<file path="src/hw/fetch_pkg.sv">
`default_nettype none

package fetch_pkg;

	////////////////////////////////////////////////////////////////////////////
	// Datapath and memory geometry
	////////////////////////////////////////////////////////////////////////////

	// Instruction and address width
	localparam int word_width = 32;

	// Instruction memory size in words
	localparam int imem_depth = 2048;

	// Word index bits into the memory
	localparam int imem_addr_width = $clog2(imem_depth);

	////////////////////////////////////////////////////////////////////////////
	// Special instruction words
	////////////////////////////////////////////////////////////////////////////

	// All ones stops fetch until reset
	localparam logic [word_width-1:0] halt_word = '1;

	// Bubble inserted when a redirect flushes the fetched word
	localparam logic [word_width-1:0] nop_word = '0;

	////////////////////////////////////////////////////////////////////////////
	// Encodings
	////////////////////////////////////////////////////////////////////////////

	// Next-PC source from decode and execute
	// Bit 0 set marks a redirect, which flushes the fetched word
	typedef enum logic [2:0] {
		pc_seq      = 3'b000,
		pc_branch   = 3'b001,
		pc_jump     = 3'b011,
		pc_register = 3'b101
	} pc_src_t;

	// Debug loader FSM
	typedef enum logic {
		load_idle,
		load_active
	} loader_state_t;

endpackage

`default_nettype wire
</file>
<file path="src/hw/imem_load_if.sv">
`timescale 1ns/10ps
`default_nettype none

// Debug write path into the instruction memory
interface imem_load_if;

	// High for the whole program download
	logic loading;

	// One-cycle write strobe
	logic wr_en;

	// Target word index and the word itself
	logic [fetch_pkg::imem_addr_width-1:0] wr_addr;
	logic [fetch_pkg::word_width-1:0]      wr_data;

	// Loader side drives everything
	modport loader (
		output loading,
		output wr_en,
		output wr_addr,
		output wr_data
	);

	// Memory side, also seen by the fetch stage for the address override
	modport memory (
		input loading,
		input wr_en,
		input wr_addr,
		input wr_data
	);

endinterface

`default_nettype wire

</file>
<file path="src/hw/prog_loader.sv">
`timescale 1ns/10ps
`default_nettype none

module prog_loader (
	input  wire logic                             clk,
	input  wire logic                             reset,
	input  wire logic                             start,
	input  wire logic                             valid,
	input  wire logic [fetch_pkg::word_width-1:0] data,
	input  wire logic                             finish,
	imem_load_if.loader                           load
);

	// Download FSM
	fetch_pkg::loader_state_t state;

	// Next free word in the memory
	logic [fetch_pkg::imem_addr_width-1:0] wr_index;

	////////////////////////////////////////////////////////////////////////////
	// Control
	////////////////////////////////////////////////////////////////////////////

	// Start opens a download at word zero, finish closes it
	// Each accepted word advances the index
	always_ff @(posedge clk or posedge reset) begin
		if (reset) begin
			state    <= fetch_pkg::load_idle;
			wr_index <= '0;
			load.wr_en <= 1'b0;
		end else begin
			load.wr_en <= 1'b0;
			case (state)
				fetch_pkg::load_idle: begin
					if (start) begin
						state    <= fetch_pkg::load_active;
						wr_index <= '0;
					end
				end
				fetch_pkg::load_active: begin
					if (valid) begin
						load.wr_en <= 1'b1;
						wr_index   <= wr_index + 1'b1;
					end
					if (finish) begin
						state <= fetch_pkg::load_idle;
					end
				end
				default: begin
					state <= fetch_pkg::load_idle;
				end
			endcase
		end
	end

	// Level seen by the fetch stage for the address override
	assign load.loading = (state == fetch_pkg::load_active);

	////////////////////////////////////////////////////////////////////////////
	// Write payload
	////////////////////////////////////////////////////////////////////////////

	// Captured alongside the strobe, index taken before it increments
	always_ff @(posedge clk) begin
		if (valid) begin
			load.wr_addr <= wr_index;
			load.wr_data <= data;
		end
	end

	// Words arriving outside a download would be dropped
	a_valid_in_active : assert property (
		@(posedge clk) disable iff (reset)
		valid |-> (state == fetch_pkg::load_active)
	) else $error("load_valid seen while loader idle");

endmodule

`default_nettype wire

</file>
<file path="src/flat_wrapper.sv">
// flat-port wrapper written by rule: the top's interface ports become plain ports
module prog_loader_flat 
  (clk, reset, start, valid, data, finish, load_loading, load_wr_en, load_wr_addr, load_wr_data);
  imem_load_if load_i ();
  input  wire logic clk;
  input  wire logic reset;
  input  wire logic start;
  input  wire logic valid;
  input  wire logic [fetch_pkg::word_width-1:0] data;
  input  wire logic finish;
  output wire logic [$bits(load_i.loading)-1:0] load_loading;
  output wire logic [$bits(load_i.wr_en)-1:0] load_wr_en;
  output wire logic [$bits(load_i.wr_addr)-1:0] load_wr_addr;
  output wire logic [$bits(load_i.wr_data)-1:0] load_wr_data;
  assign load_loading = load_i.loading;
  assign load_wr_en = load_i.wr_en;
  assign load_wr_addr = load_i.wr_addr;
  assign load_wr_data = load_i.wr_data;
  prog_loader u_core (.clk(clk), .reset(reset), .start(start), .valid(valid), .data(data), .finish(finish), .load(load_i));
endmodule
</file>
<file path="config.mk">
export PLATFORM = sky130hd
export DESIGN_NAME = prog_loader_flat
export DESIGN_NICKNAME = d
export VERILOG_FILES = /design/src/hw/fetch_pkg.sv /design/src/hw/imem_load_if.sv /design/src/hw/prog_loader.sv /design/src/flat_wrapper.sv
export SDC_FILE = /design/constraint.sdc
export NUM_CORES = 1
export LEC_CHECK = 0
export ABC_AREA = 1
export BUFFER_PORTS_ARGS = -buffer_cell sky130_fd_sc_hd__buf_2
export CORE_MARGIN = 8
export CORE_UTILIZATION = 47
export DETAILED_ROUTE_END_ITERATION = 12
export PLACE_DENSITY = 0.78
export SLEW_MARGIN = 20
export SYNTH_ARGS = -nofsm -noshare
export SYNTH_HDL_FRONTEND = slang
export SYNTH_SLANG_ARGS = --single-unit
</file>
<file path="constraint.sdc">
create_clock -name clk -period 1.7 [get_ports clk]
set_clock_uncertainty 0.1 [all_clocks]
set_input_delay 0.085 -clock clk [delete_from_list [all_inputs] [get_ports clk]]
set_output_delay 0.085 -clock clk [all_outputs]
set_load 0.01 [all_outputs]
</file>
* Word level (Yosys, flattened, before mapping)
Cells that the tools add are included.
** Cells by class
- Add/sub/neg operators :: 1
- Equality and inequality tests :: 2
- Multiplexer cells :: 8
- Bitwise operators :: 1
- Reduce and logical (&&, ||, !) cells :: 1
** Operators by type and width (count)
- 11-bit 2-to-1 mux :: 2
- 11-bit one-hot mux with 2 select lines :: 1
- 11-bit by 1-bit adder with 11-bit output, second input constant :: 1
- 1-bit 2-to-1 mux :: 4
- 2-bit inequality test, second input constant :: 2
- 1-bit one-hot mux with 2 select lines :: 1
- 2-bit AND reduction :: 1
- 1-bit NOT :: 1
** Word-level totals
- Flip-flop bits (word level) :: 56
- Input bits :: 37
- Logic and storage cells :: 18

* Longest topological paths before layout
Gate-level depths: netlist (run 1).
- Word-level depth :: 3
- Depth in mapped cells :: 7

* Least setup slack after synthesis (run 1)
Ideal clock, no wire load.
- Kind :: register to register
- From :: register u_core.wr_index[0] (netlist bit)
- To :: register u_core.wr_index[4] (netlist bit)
- Arrival time :: 988 ps
- Required time :: 1480 ps
- Setup slack :: 492 ps
- Cell stages (with the launch flop) :: 7
- Clock period less this slack :: 1208 ps
- Cell sequence :: dfrtp_1 ha_1 nand2_1 nor2_1 nand2_1 o21ai_0 nor2_1
** On the way
- Word-level cells in the longest chain between the ends :: 3
** RTL lines
- start: declaration :: line prog_loader.sv:18 : logic [fetch_pkg::imem_addr_width-1:0] wr_index;
- start signal: assignment :: line prog_loader.sv:43 : wr_index <= wr_index + 1'b1;
- 11-bit by 1-bit adder with 11-bit output :: line prog_loader.sv:43
- 11-bit 2-to-1 mux :: line prog_loader.sv:41 : if (valid) begin
- 11-bit one-hot mux with 2 select lines :: line prog_loader.sv:33 : case (state)
Every way passes these cells. The select of a mux whose other input is x is not followed.
A chain may end at the register's enable or synchronous reset.

* Final worst setup path (run 1)
- From :: register u_core.state (netlist: u_core.load.loading)
- To :: register u_core.wr_index[4] (netlist bit)
** On the way
- Word-level cells in the longest chain between the ends :: 3
- Elaborated cells on any way between the ends :: 5
** RTL lines
- start: declaration :: line prog_loader.sv:15 : fetch_pkg::loader_state_t state;
- start signal: assignment :: line prog_loader.sv:28 : state <= fetch_pkg::load_idle;
- start signal: assignment :: line prog_loader.sv:36 : state <= fetch_pkg::load_active;
- start signal: assignment :: line prog_loader.sv:46 : state <= fetch_pkg::load_idle;
- 1-bit NOT :: line prog_loader.sv:33
- 2-bit inequality test (no source line)
- 2-bit AND reduction (no source line)
Parallel ways exist; a longest one is shown, timed or not.

==> results of run 1 <==
-- flip-flops by register name (all words and copies together), names as in the netlist --
signal / count
u_core.load.wr_en: 1
u_core.load.wr_data: 32
u_core.load.loading: 1
u_core.load.wr_addr: 11
u_core.wr_index: 11
-- cell usage in the layout, fill, tap and decap left out, drive strengths merged --
| cell type | instances |
|---|---|
| nand4 | 4 |
| dfrtp | 13 |
| clkbuf | 6 |
| nand3 | 9 |
| buf | 83 |
| o31ai | 1 |
| o21bai | 1 |
| nor2 | 11 |
| inv | 14 |
| clkinv | 2 |
| a21oi | 4 |
| dlygate4sd3 | 34 |
| edfxtp | 43 |
| bufinv | 1 |
| ha | 1 |
| o21ai | 3 |
| nand2 | 28 |
-- path summary, 6_finish.rpt --
kind / to / depth (start not counted)
min: u_core.wr_index[2] / 3
max in group asynchronous: u_core.wr_index[3] / 3
max: u_core.wr_index[4] / 6
min reg2reg: u_core.load.wr_addr[10] / 0
min in group asynchronous: u_core.wr_index[5] / 3
max reg2reg: u_core.wr_index[4] / 6
-- metal layers --
metal	routed length (µm)	GRT usage, %	part of all wire [%]	vias up
met5	0	0	0	-
met4	38	4.82	0.72	0
met3	754	6.73	14	4
met2	2610	27.3	49	104
met1	1900	17.9	36	687
li1	-	-	-	705
-- area by class of cell --
cell class / instances / area share, %
clock buffers: 6 / 2.83
clock inverters: 2 / 1.33
inverters: 15 / 1.93
multi-input cells: 62 / 10.4
flip-flops and latches: 56 / 55.3
well taps: 50 / 2.14
repair buffers: 117 / 26.0
-- power by group through the flow --
stage          sequential (mW)  combinational [mW]  clock, mW
3_3_place_gp              1.71               0.310          0
4_1_cts                   1.68               0.380      0.916
3_5_place_dp              1.71               0.316          0
5_1_grt                   1.70               0.422      0.952
2_1_floorplan             1.76              0.0889          0
6_report                  1.69               0.381      0.884
-- worst reg2reg max path: cells and delay by family, from the launching register on --
kind                   cells  cell delay [ps]
buffers and inverters      1               90
AND/OR/NAND/NOR            4              570
flip-flops                 1              420
AO/OA/AOI/OAI              1              150
-- through the flow --
| stage | power, mW | instance area, µm² | hold slack, ps |
|---|---|---|---|
| after floorplan | 1.85 | 1980 | -138 |
| after global placement | 2.02 | 2460 | 37.0 |
| after detailed placement | 2.03 | 2460 | 51.8 |
| after CTS | 2.98 | 2920 | 113 |
| after global routing | 3.08 | 2920 | 125 |
| final | 2.95 | 2920 | 118 |
-- cell families after synthesis --
| kind of cell | Yosys count | synth area share, % |
|---|---|---|
| compound gates | 9 | 2.52 |
| fa+ha+maj | 1 | 0.630 |
| buf+inv | 16 | 3.22 |
| flops | 56 | 81.5 |
| simple gates | 52 | 12.2 |
-- repair_timing --
action	in CTS	in global routing
gates resized for setup	0	0
endpoints found under the hold margin	46	0
hold buffers	34	0
setup endpoints to repair	0	0
==> impl_metrics.csv, run 1 <==
group,metric,value,unit
status,status,"finished clean",
cells_and_area,antenna_cells,0,
critical_path,crit_top_cell,"nand2_1",
placed_design,gp_congestion,0.800,
timing,relSlewSlack,64.0,%
critical_path,end_kind,"flip-flop",
synthesis,syn_nets,172,
pwr,switchingPower,0.676,mW
cells_and_area,regArea,0.00162,mm²
synthesis,yosysUniqueCellTypes,19,
drt,drc,0,
clock_tree,cts-buffers-inserted,5,
clock_tree,cts_root_buffer,"clkbuf_8",
synthesis,synth_common_cells,"edfxtp_1 (43), nand2_1 (26), inv_1 (14)",
global_route,grt_pass1_vias,1501,
timing,worstMarginPinSlew,539,ps
synthesis,synth_edf_count,43,
clock_tree,ctsLongestPathBuffers,2,
drt,drt-total-wl,5300,µm
die,die_x,81.0,µm
placed_design,port_buffers,81,
cells_and_area,nets,295,
synthesis,yosysSeqAreaShare,81.5,%
critical_path,path_class,"reg -> reg",
timing,fin_ws,280,ps
clock_tree,insertion_delay,300,ps
pwr,power.share.clock,29.9,%
cells_and_area,drive_gt1_share,37.6,%
pwr,vdd_drop_max,671,µV
synthesis,synth_area_leaders,"edfxtp_1 (65%), dfrtp_1 (16%), nand2_1 (4.9%), inv_1 (2.6%), nand3_1 (1.8%)",
global_route,antenna_found_initial,0,
global_route,overflow,0,
drt,ant_nets,0,
critical_path,cp.buffers_inverters,1,
critical_path,r2r-start,"u_core.load.loading",
placed_design,place_hpwl,3430,µm
pwr,pwr-share-comb,12.9,%
pwr,p_leak,1.34,nW
min_path,min_from,"valid",
synthesis,ys.warnings.count,0,
drt,vias,1500,
pwr,seqPwrFrac,57.2,%
clock_tree,cts_htree_levels,2,
critical_path,cpPeakStageDelay,420,ps
critical_path,path_cells,"inv_1 > nand2_1 > nand2_2 > nand2_1 > o21ai_0 > nor2_1",
cells_and_area,n_fill_cell,272,
critical_path,cp_data_arrival_time,1510,ps
min_path,worstHoldPathType,"in -> reg",
synthesis,synth_top_area_cell,"edfxtp_1",
timing,setup_violations,0,
global_route,grt_max_degree,25,
synthesis,netlist.area_leader.share,65.1,%
pwr,p_sw_share,22.9,%
synthesis,syn_area,0.00198,mm²
die,ios,82,
placed_design,dp_slack,319,ps
timing,setup_tns,0,ps
critical_path,path_max_fanout,12,
critical_path,startpoint_type,"flip-flop",
clock_tree,cts_setup_buffers,0,
cells_and_area,fin_cells,308,
critical_path,worst_ep_required_time,1790,ps
timing,final_hold_viol_count,0,
synthesis,ys_ff_latch,56,
global_route,grt_usage,16.0,%
critical_path,reg2reg_slack,280,ps
drt,post_drt_wl_per_cell,17.2,µm
drt,detail_route.first_pass.iterations,4,
critical_path,crit_slowest_cell,"dfrtp_1",
critical_path,critPathLaunch,"u_core.load.loading",
clock_tree,clkSinkCount,56,
clock_tree,cts_tree,"yes",
cells_and_area,fin_util,72.5,%
timing,slew_viol_final,0,
clock_tree,clk_pin_slew,90,ps
synthesis,synth_cells,134,
drt,drtIter0Drc,95,
die,rows,23,
die,start_util,49.3,%
timing,clock.fmax,704,MHz
global_route,grt_pass1_wl,7950,µm
timing,rsz0062_at_grt,"no",
job,max_cap_viol_count,0,
critical_path,crit_family,"simple AND/OR/NAND/NOR gates",
die,die_h,81.0,µm
synthesis,syn_area_per_cell,14.8,µm²
die,die_area,0.00656,mm²
synthesis,synth-async-reset-ratio,23.2,%
placed_design,dp_cells,266,
synthesis,synth_ff_type,"edfxtp_1",
die,core-area,0.00403,mm²
cells_and_area,multi_input_area,304,µm²
pwr,intPower,2.28,mW
cells_and_area,area_delta_synth_final,47.2,%
timing,fin_crit_sh,83.6,%
drt,vias_per_cell,4.87,
timing,finalCriticalPeriod,1420,ps
pwr,powerDensity,1010,mW/mm²
synthesis,synth.most_common_cell,"edfxtp_1",
(Power assumes the default switching activity.)
==> inputs of run 2 (changes only) <==
Settings changed: CORE_UTILIZATION 47 to 42, PLACE_DENSITY 0.78 to 0.74.
Clock period 1.7 ns to 1.2 ns, I/O delays scaled along.
==> run 2 against run 1 <==
Non-clock buffer count up 13. Die area up 9.5%. Power rose by 41%. Largest power group unchanged. The flow now finishes with violations (negative setup slack). Maximum frequency is 16% higher. Critical path depth unchanged. Worst setup slack worse by 300 ps. Final cell count rose by 5.5%. Combinational power grew 100%. Clock power increased by 12%.
==> impl_metrics.csv, run 2 (synthesis results as in run 1) <==
group,metric,value,unit
cells_and_area,largest_register_ffs,32,
critical_path,cp_data_arrival_time,1330,ps
cells_and_area,reg.largest.list,"u_core.load.wr_data x32, u_core.load.wr_addr x11, u_core.wr_index x11",
cells_and_area,top_register,"u_core.load.wr_data",
cells_and_area,antenna_cells,0,
job,max_cap_viol_count,0,
cells_and_area,area_delta_synth_final,54.5,%
die,ios,82,
clock_tree,cts_tree,"yes",
pwr,powerDensity,1350,mW/mm²
cells_and_area,final_cell_mix,"buf_2 (81), edfxtp_1 (43), dlygate4sd3_1 (35)",
drt,vias_per_cell,4.73,
clock_tree,insertion_delay,300,ps
global_route,overflow,0,
global_route,grt_usage,15.0,%
clock_tree,ctsLongestPathBuffers,2,
timing,finalCriticalPeriod,1220,ps
global_route,grt_pass1_vias,1629,
cells_and_area,nets,308,
drt,detail_route.first_pass.iterations,4,
clock_tree,cts-buffers-inserted,5,
cells_and_area,n_fill_cell,334,
critical_path,critPathLaunch,"u_core.wr_index[1]",
drt,top_layer,"met4",
critical_path,worst_ep_required_time,1310,ps
die,die_h,84.7,µm
min_path,worstHoldPathType,"in -> reg",
drt,drc,0,
global_route,grt_pass1_wl,8540,µm
placed_design,port_buffers,81,
critical_path,cpPeakStageDelay,420,ps
drt,routed-wl-met3,539,µm
timing,clock.fmax,820,MHz
timing,fin_ws,-19.8,ps
clock_tree,clkSinkCount,56,
clock_tree,cts_htree_levels,2,
critical_path,r2r-start,"u_core.wr_index[1]",
critical_path,path_cells,"buf_6 > nand3_4 > nor2_4 > nand4_1 > nand2_1 > inv_1",
timing,worstMarginPinSlew,523,ps
min_path,min_from,"valid",
die,rows,25,
critical_path,path_class,"reg -> reg",
die,start_util,42.9,%
global_route,grt_max_degree,29,
drt,drt-total-wl,5290,µm
die,core-area,0.00463,mm²
timing,setup_tns,-19.8,ps
timing,slew_viol_final,0,
status,status,"complete, but fails checks",
placed_design,place_hpwl,3350,µm
cells_and_area,mostFrequentLayoutCell,"buf_2",
drt,wl_met2,2520,µm
timing,relSlewSlack,65.1,%
cells_and_area,regArea,0.00162,mm²
timing,fin_crit_sh,102,%
global_route,antenna_found_initial,0,
cells_and_area,drive_gt1_share,45.8,%
drt,post_drt_wl_per_cell,16.3,µm
drt,drtIter0Drc,64,
clock_tree,cts_root_buffer,"clkbuf_8",
drt,met1_length,2170,µm
timing,rsz0062_at_grt,"yes",
critical_path,crit_slowest_cell,"dfrtp_1",
pwr,p_leak,1.39,nW
pwr,vdd_drop_max,555,µV
clock_tree,clk_pin_slew,90,ps
critical_path,path_max_fanout,6,
placed_design,gp_congestion,0.851,
cells_and_area,multi_input_area,363,µm²
timing,setup_violations,1,
critical_path,startpoint_type,"flip-flop",
die,die_area,0.00718,mm²
critical_path,end_kind,"flip-flop",
timing,final_hold_viol_count,0,
drt,vias,1536,
pwr,finalPower,4.15,mW
drt,ant_nets,0,
status,violations,"negative setup slack",
die,die_x,84.7,µm
[run 2: changes by cell type in the layout (fill, tap and decap cells not counted), moves of 2 or more]
cell	change
inv_1	-6
nand2_1	-4
nand2_2	+3
buf_6	+3
nor2_4	+2
inv_2	+6
nor2_1	-2
buf_4	+9
[run 2: metrics by stage]
step / util, % / instances / setup slack [ps] / cell area [µm²] / hold slack [ps]
floorplan: - / 134 / -7.51 / 1980 / -163
CTS: 64.2 / 318 / 1.96 / 2970 / 109
detailed placement: 54.1 / 275 / -44.0 / 2500 / 29.3
global placement: 54.1 / 275 / 9.35 / 2500 / 18.5
finish: 66.2 / 325 / -19.8 / 3070 / 114
global route: 66.2 / 325 / -97.8 / 3070 / 135
[run 2: metal layers]
layer	vias to the layer above	global-route usage (%)
met5	-	0
li1	735	-
met3	6	6.24
met4	0	4.05
met1	716	17.2
met2	79	25.1
[run 2: worst paths after layout]
check                      cells past startpoint  slack, ps                      end
setup reg to reg                               6        -20       u_core.wr_index[9]
setup / recovery                               6        -20       u_core.wr_index[9]
hold reg to reg                                0        430  u_core.load.wr_addr[10]
hold / removal                                 3        110       u_core.wr_index[2]
min in group asynchronous                      3        230      u_core.load.loading
max in group asynchronous                      3        400       u_core.wr_index[2]
[run 2: report_power, final]
group          internal (mW)  switching, mW  total, mW
clock network          0.416          0.572      0.988
registers               2.29          0.108       2.40
logic                  0.400          0.366      0.766
[run 2: worst max-delay path: cells and delay by family (launching register included)]
kind | cells | cell delay [ps]
DFF | 1 | 420
and+or+nand+nor | 4 | 440
buffers and inverters | 2 | 180
[run 2: timing repair]
item,in CTS,in global routing
pin swaps,2,10
setup buffers,0,7
endpoints found under the setup margin,6,9
resized for setup,10,15
hold endpoints to repair,46,0
cloned,0,0
hold buffers,35,0
[run 2: layout make-up]
type                    count  share of cell area [%]
multi-input cells          62                    11.8
inverters                  15                    1.84
well taps                  54                    2.20
repair buffers            130                    28.4
flip-flops and latches     56                    52.8
clock inverters             2                   0.531
clock buffers               6                    2.37
==> inputs of run 3 (changes only) <==
Settings changed: SKIP_CTS_REPAIR_TIMING set to 1.
==> run 3 against run 2 <==
The flow now finishes without violations. Global-route usage shrank 2.7 points. Power is 3.4% lower. Sequential share of layout area rose by 1.3 points. Final area fell by 2.3%. Non-clock buffer count is 5 lower. First-iteration DRC count rose by 36%. Maximum frequency increased by 2.0%. Core utilization down 1.5 points. Via count is 2.2% lower. Clock-buffer cell count unchanged. Wire length fell by 0.76%. Worst hold slack lost 37 ps. Highest routed layer unchanged.
==> impl_metrics.csv, run 3 (synthesis results as in run 1) <==
group,metric,value,unit
drt,vias,1502,
cells_and_area,largest_register_ffs,32,
cells_and_area,nets,303,
global_route,overflow,0,
cells_and_area,final_cell_mix,"buf_2 (81), edfxtp_1 (43), dlygate4sd3_1 (35)",
timing,slew_viol_final,0,
cells_and_area,regArea,0.00162,mm²
timing,rsz0062_at_grt,"yes",
die,die_area,0.00718,mm²
cells_and_area,n_fill_cell,345,
clock_tree,clk_pin_slew,100,ps
status,status,"finished clean",
clock_tree,clkSinkCount,56,
clock_tree,cts_htree_levels,2,
timing,fin_ws,3.67,ps
die,rows,25,
placed_design,placed_cell_area,0.00250,mm²
die,die_x,84.7,µm
critical_path,crit_slowest_cell,"dfrtp_1",
cells_and_area,multi_input_area,338,µm²
timing,worstMarginPinSlew,541,ps
cells_and_area,drive_gt1_share,44.0,%
global_route,grt_usage,12.3,%
clock_tree,cts_root_buffer,"clkbuf_8",
critical_path,cp_data_arrival_time,1300,ps
critical_path,critPathLaunch,"u_core.wr_index[1]",
cells_and_area,area_delta_synth_final,50.9,%
critical_path,end_kind,"flip-flop",
drt,ant_nets,0,
critical_path,cpPeakStageDelay,370,ps
critical_path,startpoint_type,"flip-flop",
placed_design,place_hpwl,3350,µm
global_route,antenna_found_initial,0,
die,core-area,0.00463,mm²
drt,drc,0,
drt,drt-total-wl,5250,µm
cells_and_area,mostFrequentLayoutCell,"buf_2",
die,start_util,42.9,%
placed_design,dp_slack,-44.0,ps
cells_and_area,antenna_cells,0,
timing,clock.fmax,836,MHz
pwr,p_leak,1.38,nW
drt,drtIter0Drc,87,
critical_path,path_max_fanout,6,
clock_tree,cts-buffers-inserted,5,
global_route,grt_pass1_vias,1414,
pwr,powerDensity,1340,mW/mm²
global_route,grt_pass1_wl,6920,µm
critical_path,worst_ep_required_time,1300,ps
drt,vias_per_cell,4.69,
critical_path,path_cells,"buf_4 > nand3_2 > nor2_4 > nand4_1 > nand2_1 > inv_1",
job,max_cap_viol_count,0,
critical_path,r2r-start,"u_core.wr_index[1]",
timing,setup_violations,0,
die,die_h,84.7,µm
timing,relSlewSlack,63.9,%
placed_design,port_buffers,81,
global_route,grt_max_degree,29,
clock_tree,cts_tree,"yes",
clock_tree,insertion_delay,290,ps
placed_design,gp_congestion,0.851,
drt,detail_route.first_pass.iterations,4,
timing,finalCriticalPeriod,1200,ps
clock_tree,ctsLongestPathBuffers,2,
cells_and_area,top_register,"u_core.load.wr_data",
cells_and_area,reg.largest.list,"u_core.load.wr_data x32, u_core.load.wr_addr x11, u_core.wr_index x11",
drt,post_drt_wl_per_cell,16.4,µm
min_path,worstHoldPathType,"in -> reg",
cells_and_area,postLayoutCellArea,0.00299,mm²
min_path,min_from,"valid",
pwr,vdd_drop_max,576,µV
die,ios,82,
timing,fin_crit_sh,99.7,%
critical_path,path_class,"reg -> reg",
timing,final_hold_viol_count,0,
-- run 3: cell types whose count changed in the layout (fill, tap and decap cells not counted), moves of 2 or more --
cell	change
buf_6	-3
inv_1	+3
buf_4	-2
dfrtp_1	-2
dfrtp_2	+2
inv_2	-2
nand2_2	-2
-- run 3: critical path: cells and delay by family (launching register included) --
kind | cells | cell delay (ps)
and+or+nand+nor | 4 | 470
DFF | 1 | 370
buffers and inverters | 2 | 170
-- run 3: routing by layer --
metal	routed length, µm	global-route usage, %	vias to the layer above
met5	0	0	-
met4	56	4.05	0
met3	579	4.98	6
met2	2510	20.0	74
met1	2100	14.5	701
li1	-	-	721
-- run 3: stage by stage --
step / total power, mW / TNS, ps / util (%) / hold slack, ps / instances
after detailed placement: 2.94 / -161 / 54.1 / 29.3 / 275
after global placement: 2.92 / 0 / 54.1 / 18.5 / 275
after floorplan: 2.62 / -14.3 / - / -163 / 134
after global routing: 4.20 / -481 / 64.7 / 88.0 / 320
final: 4.01 / 0 / 64.7 / 76.9 / 320
after CTS: 3.93 / -235 / 56.0 / -309 / 283
-- run 3: path summary, 6_finish.rpt --
| kind | slack, ps | cells after the start | endpoint |
|---|---|---|---|
| worst max-delay path | 4 | 6 | u_core.wr_index[9] |
| worst min-delay path | 80 | 3 | u_core.wr_index[2] |
| worst max register to register | 4 | 6 | u_core.wr_index[9] |
| worst min register to register | 420 | 0 | u_core.load.wr_addr[10] |
| max in group asynchronous | 380 | 3 | u_core.wr_index[2] |
| min in group asynchronous | 240 | 3 | u_core.wr_index[10] |
-- run 3: report_power, final --
part / internal [mW] / switching (mW)
registers: 2.29 / 0.0857
clock network: 0.416 / 0.564
logic: 0.321 / 0.336
total: 3.03 / 0.986
-- run 3: cell type report --
cell class / count / area share, %
well taps: 54 / 2.26
inverters: 15 / 1.88
multi-input cells: 62 / 11.3
clock inverters: 2 / 0.543
clock buffers: 6 / 2.42
repair buffers: 125 / 27.5
flip-flops and latches: 56 / 54.1
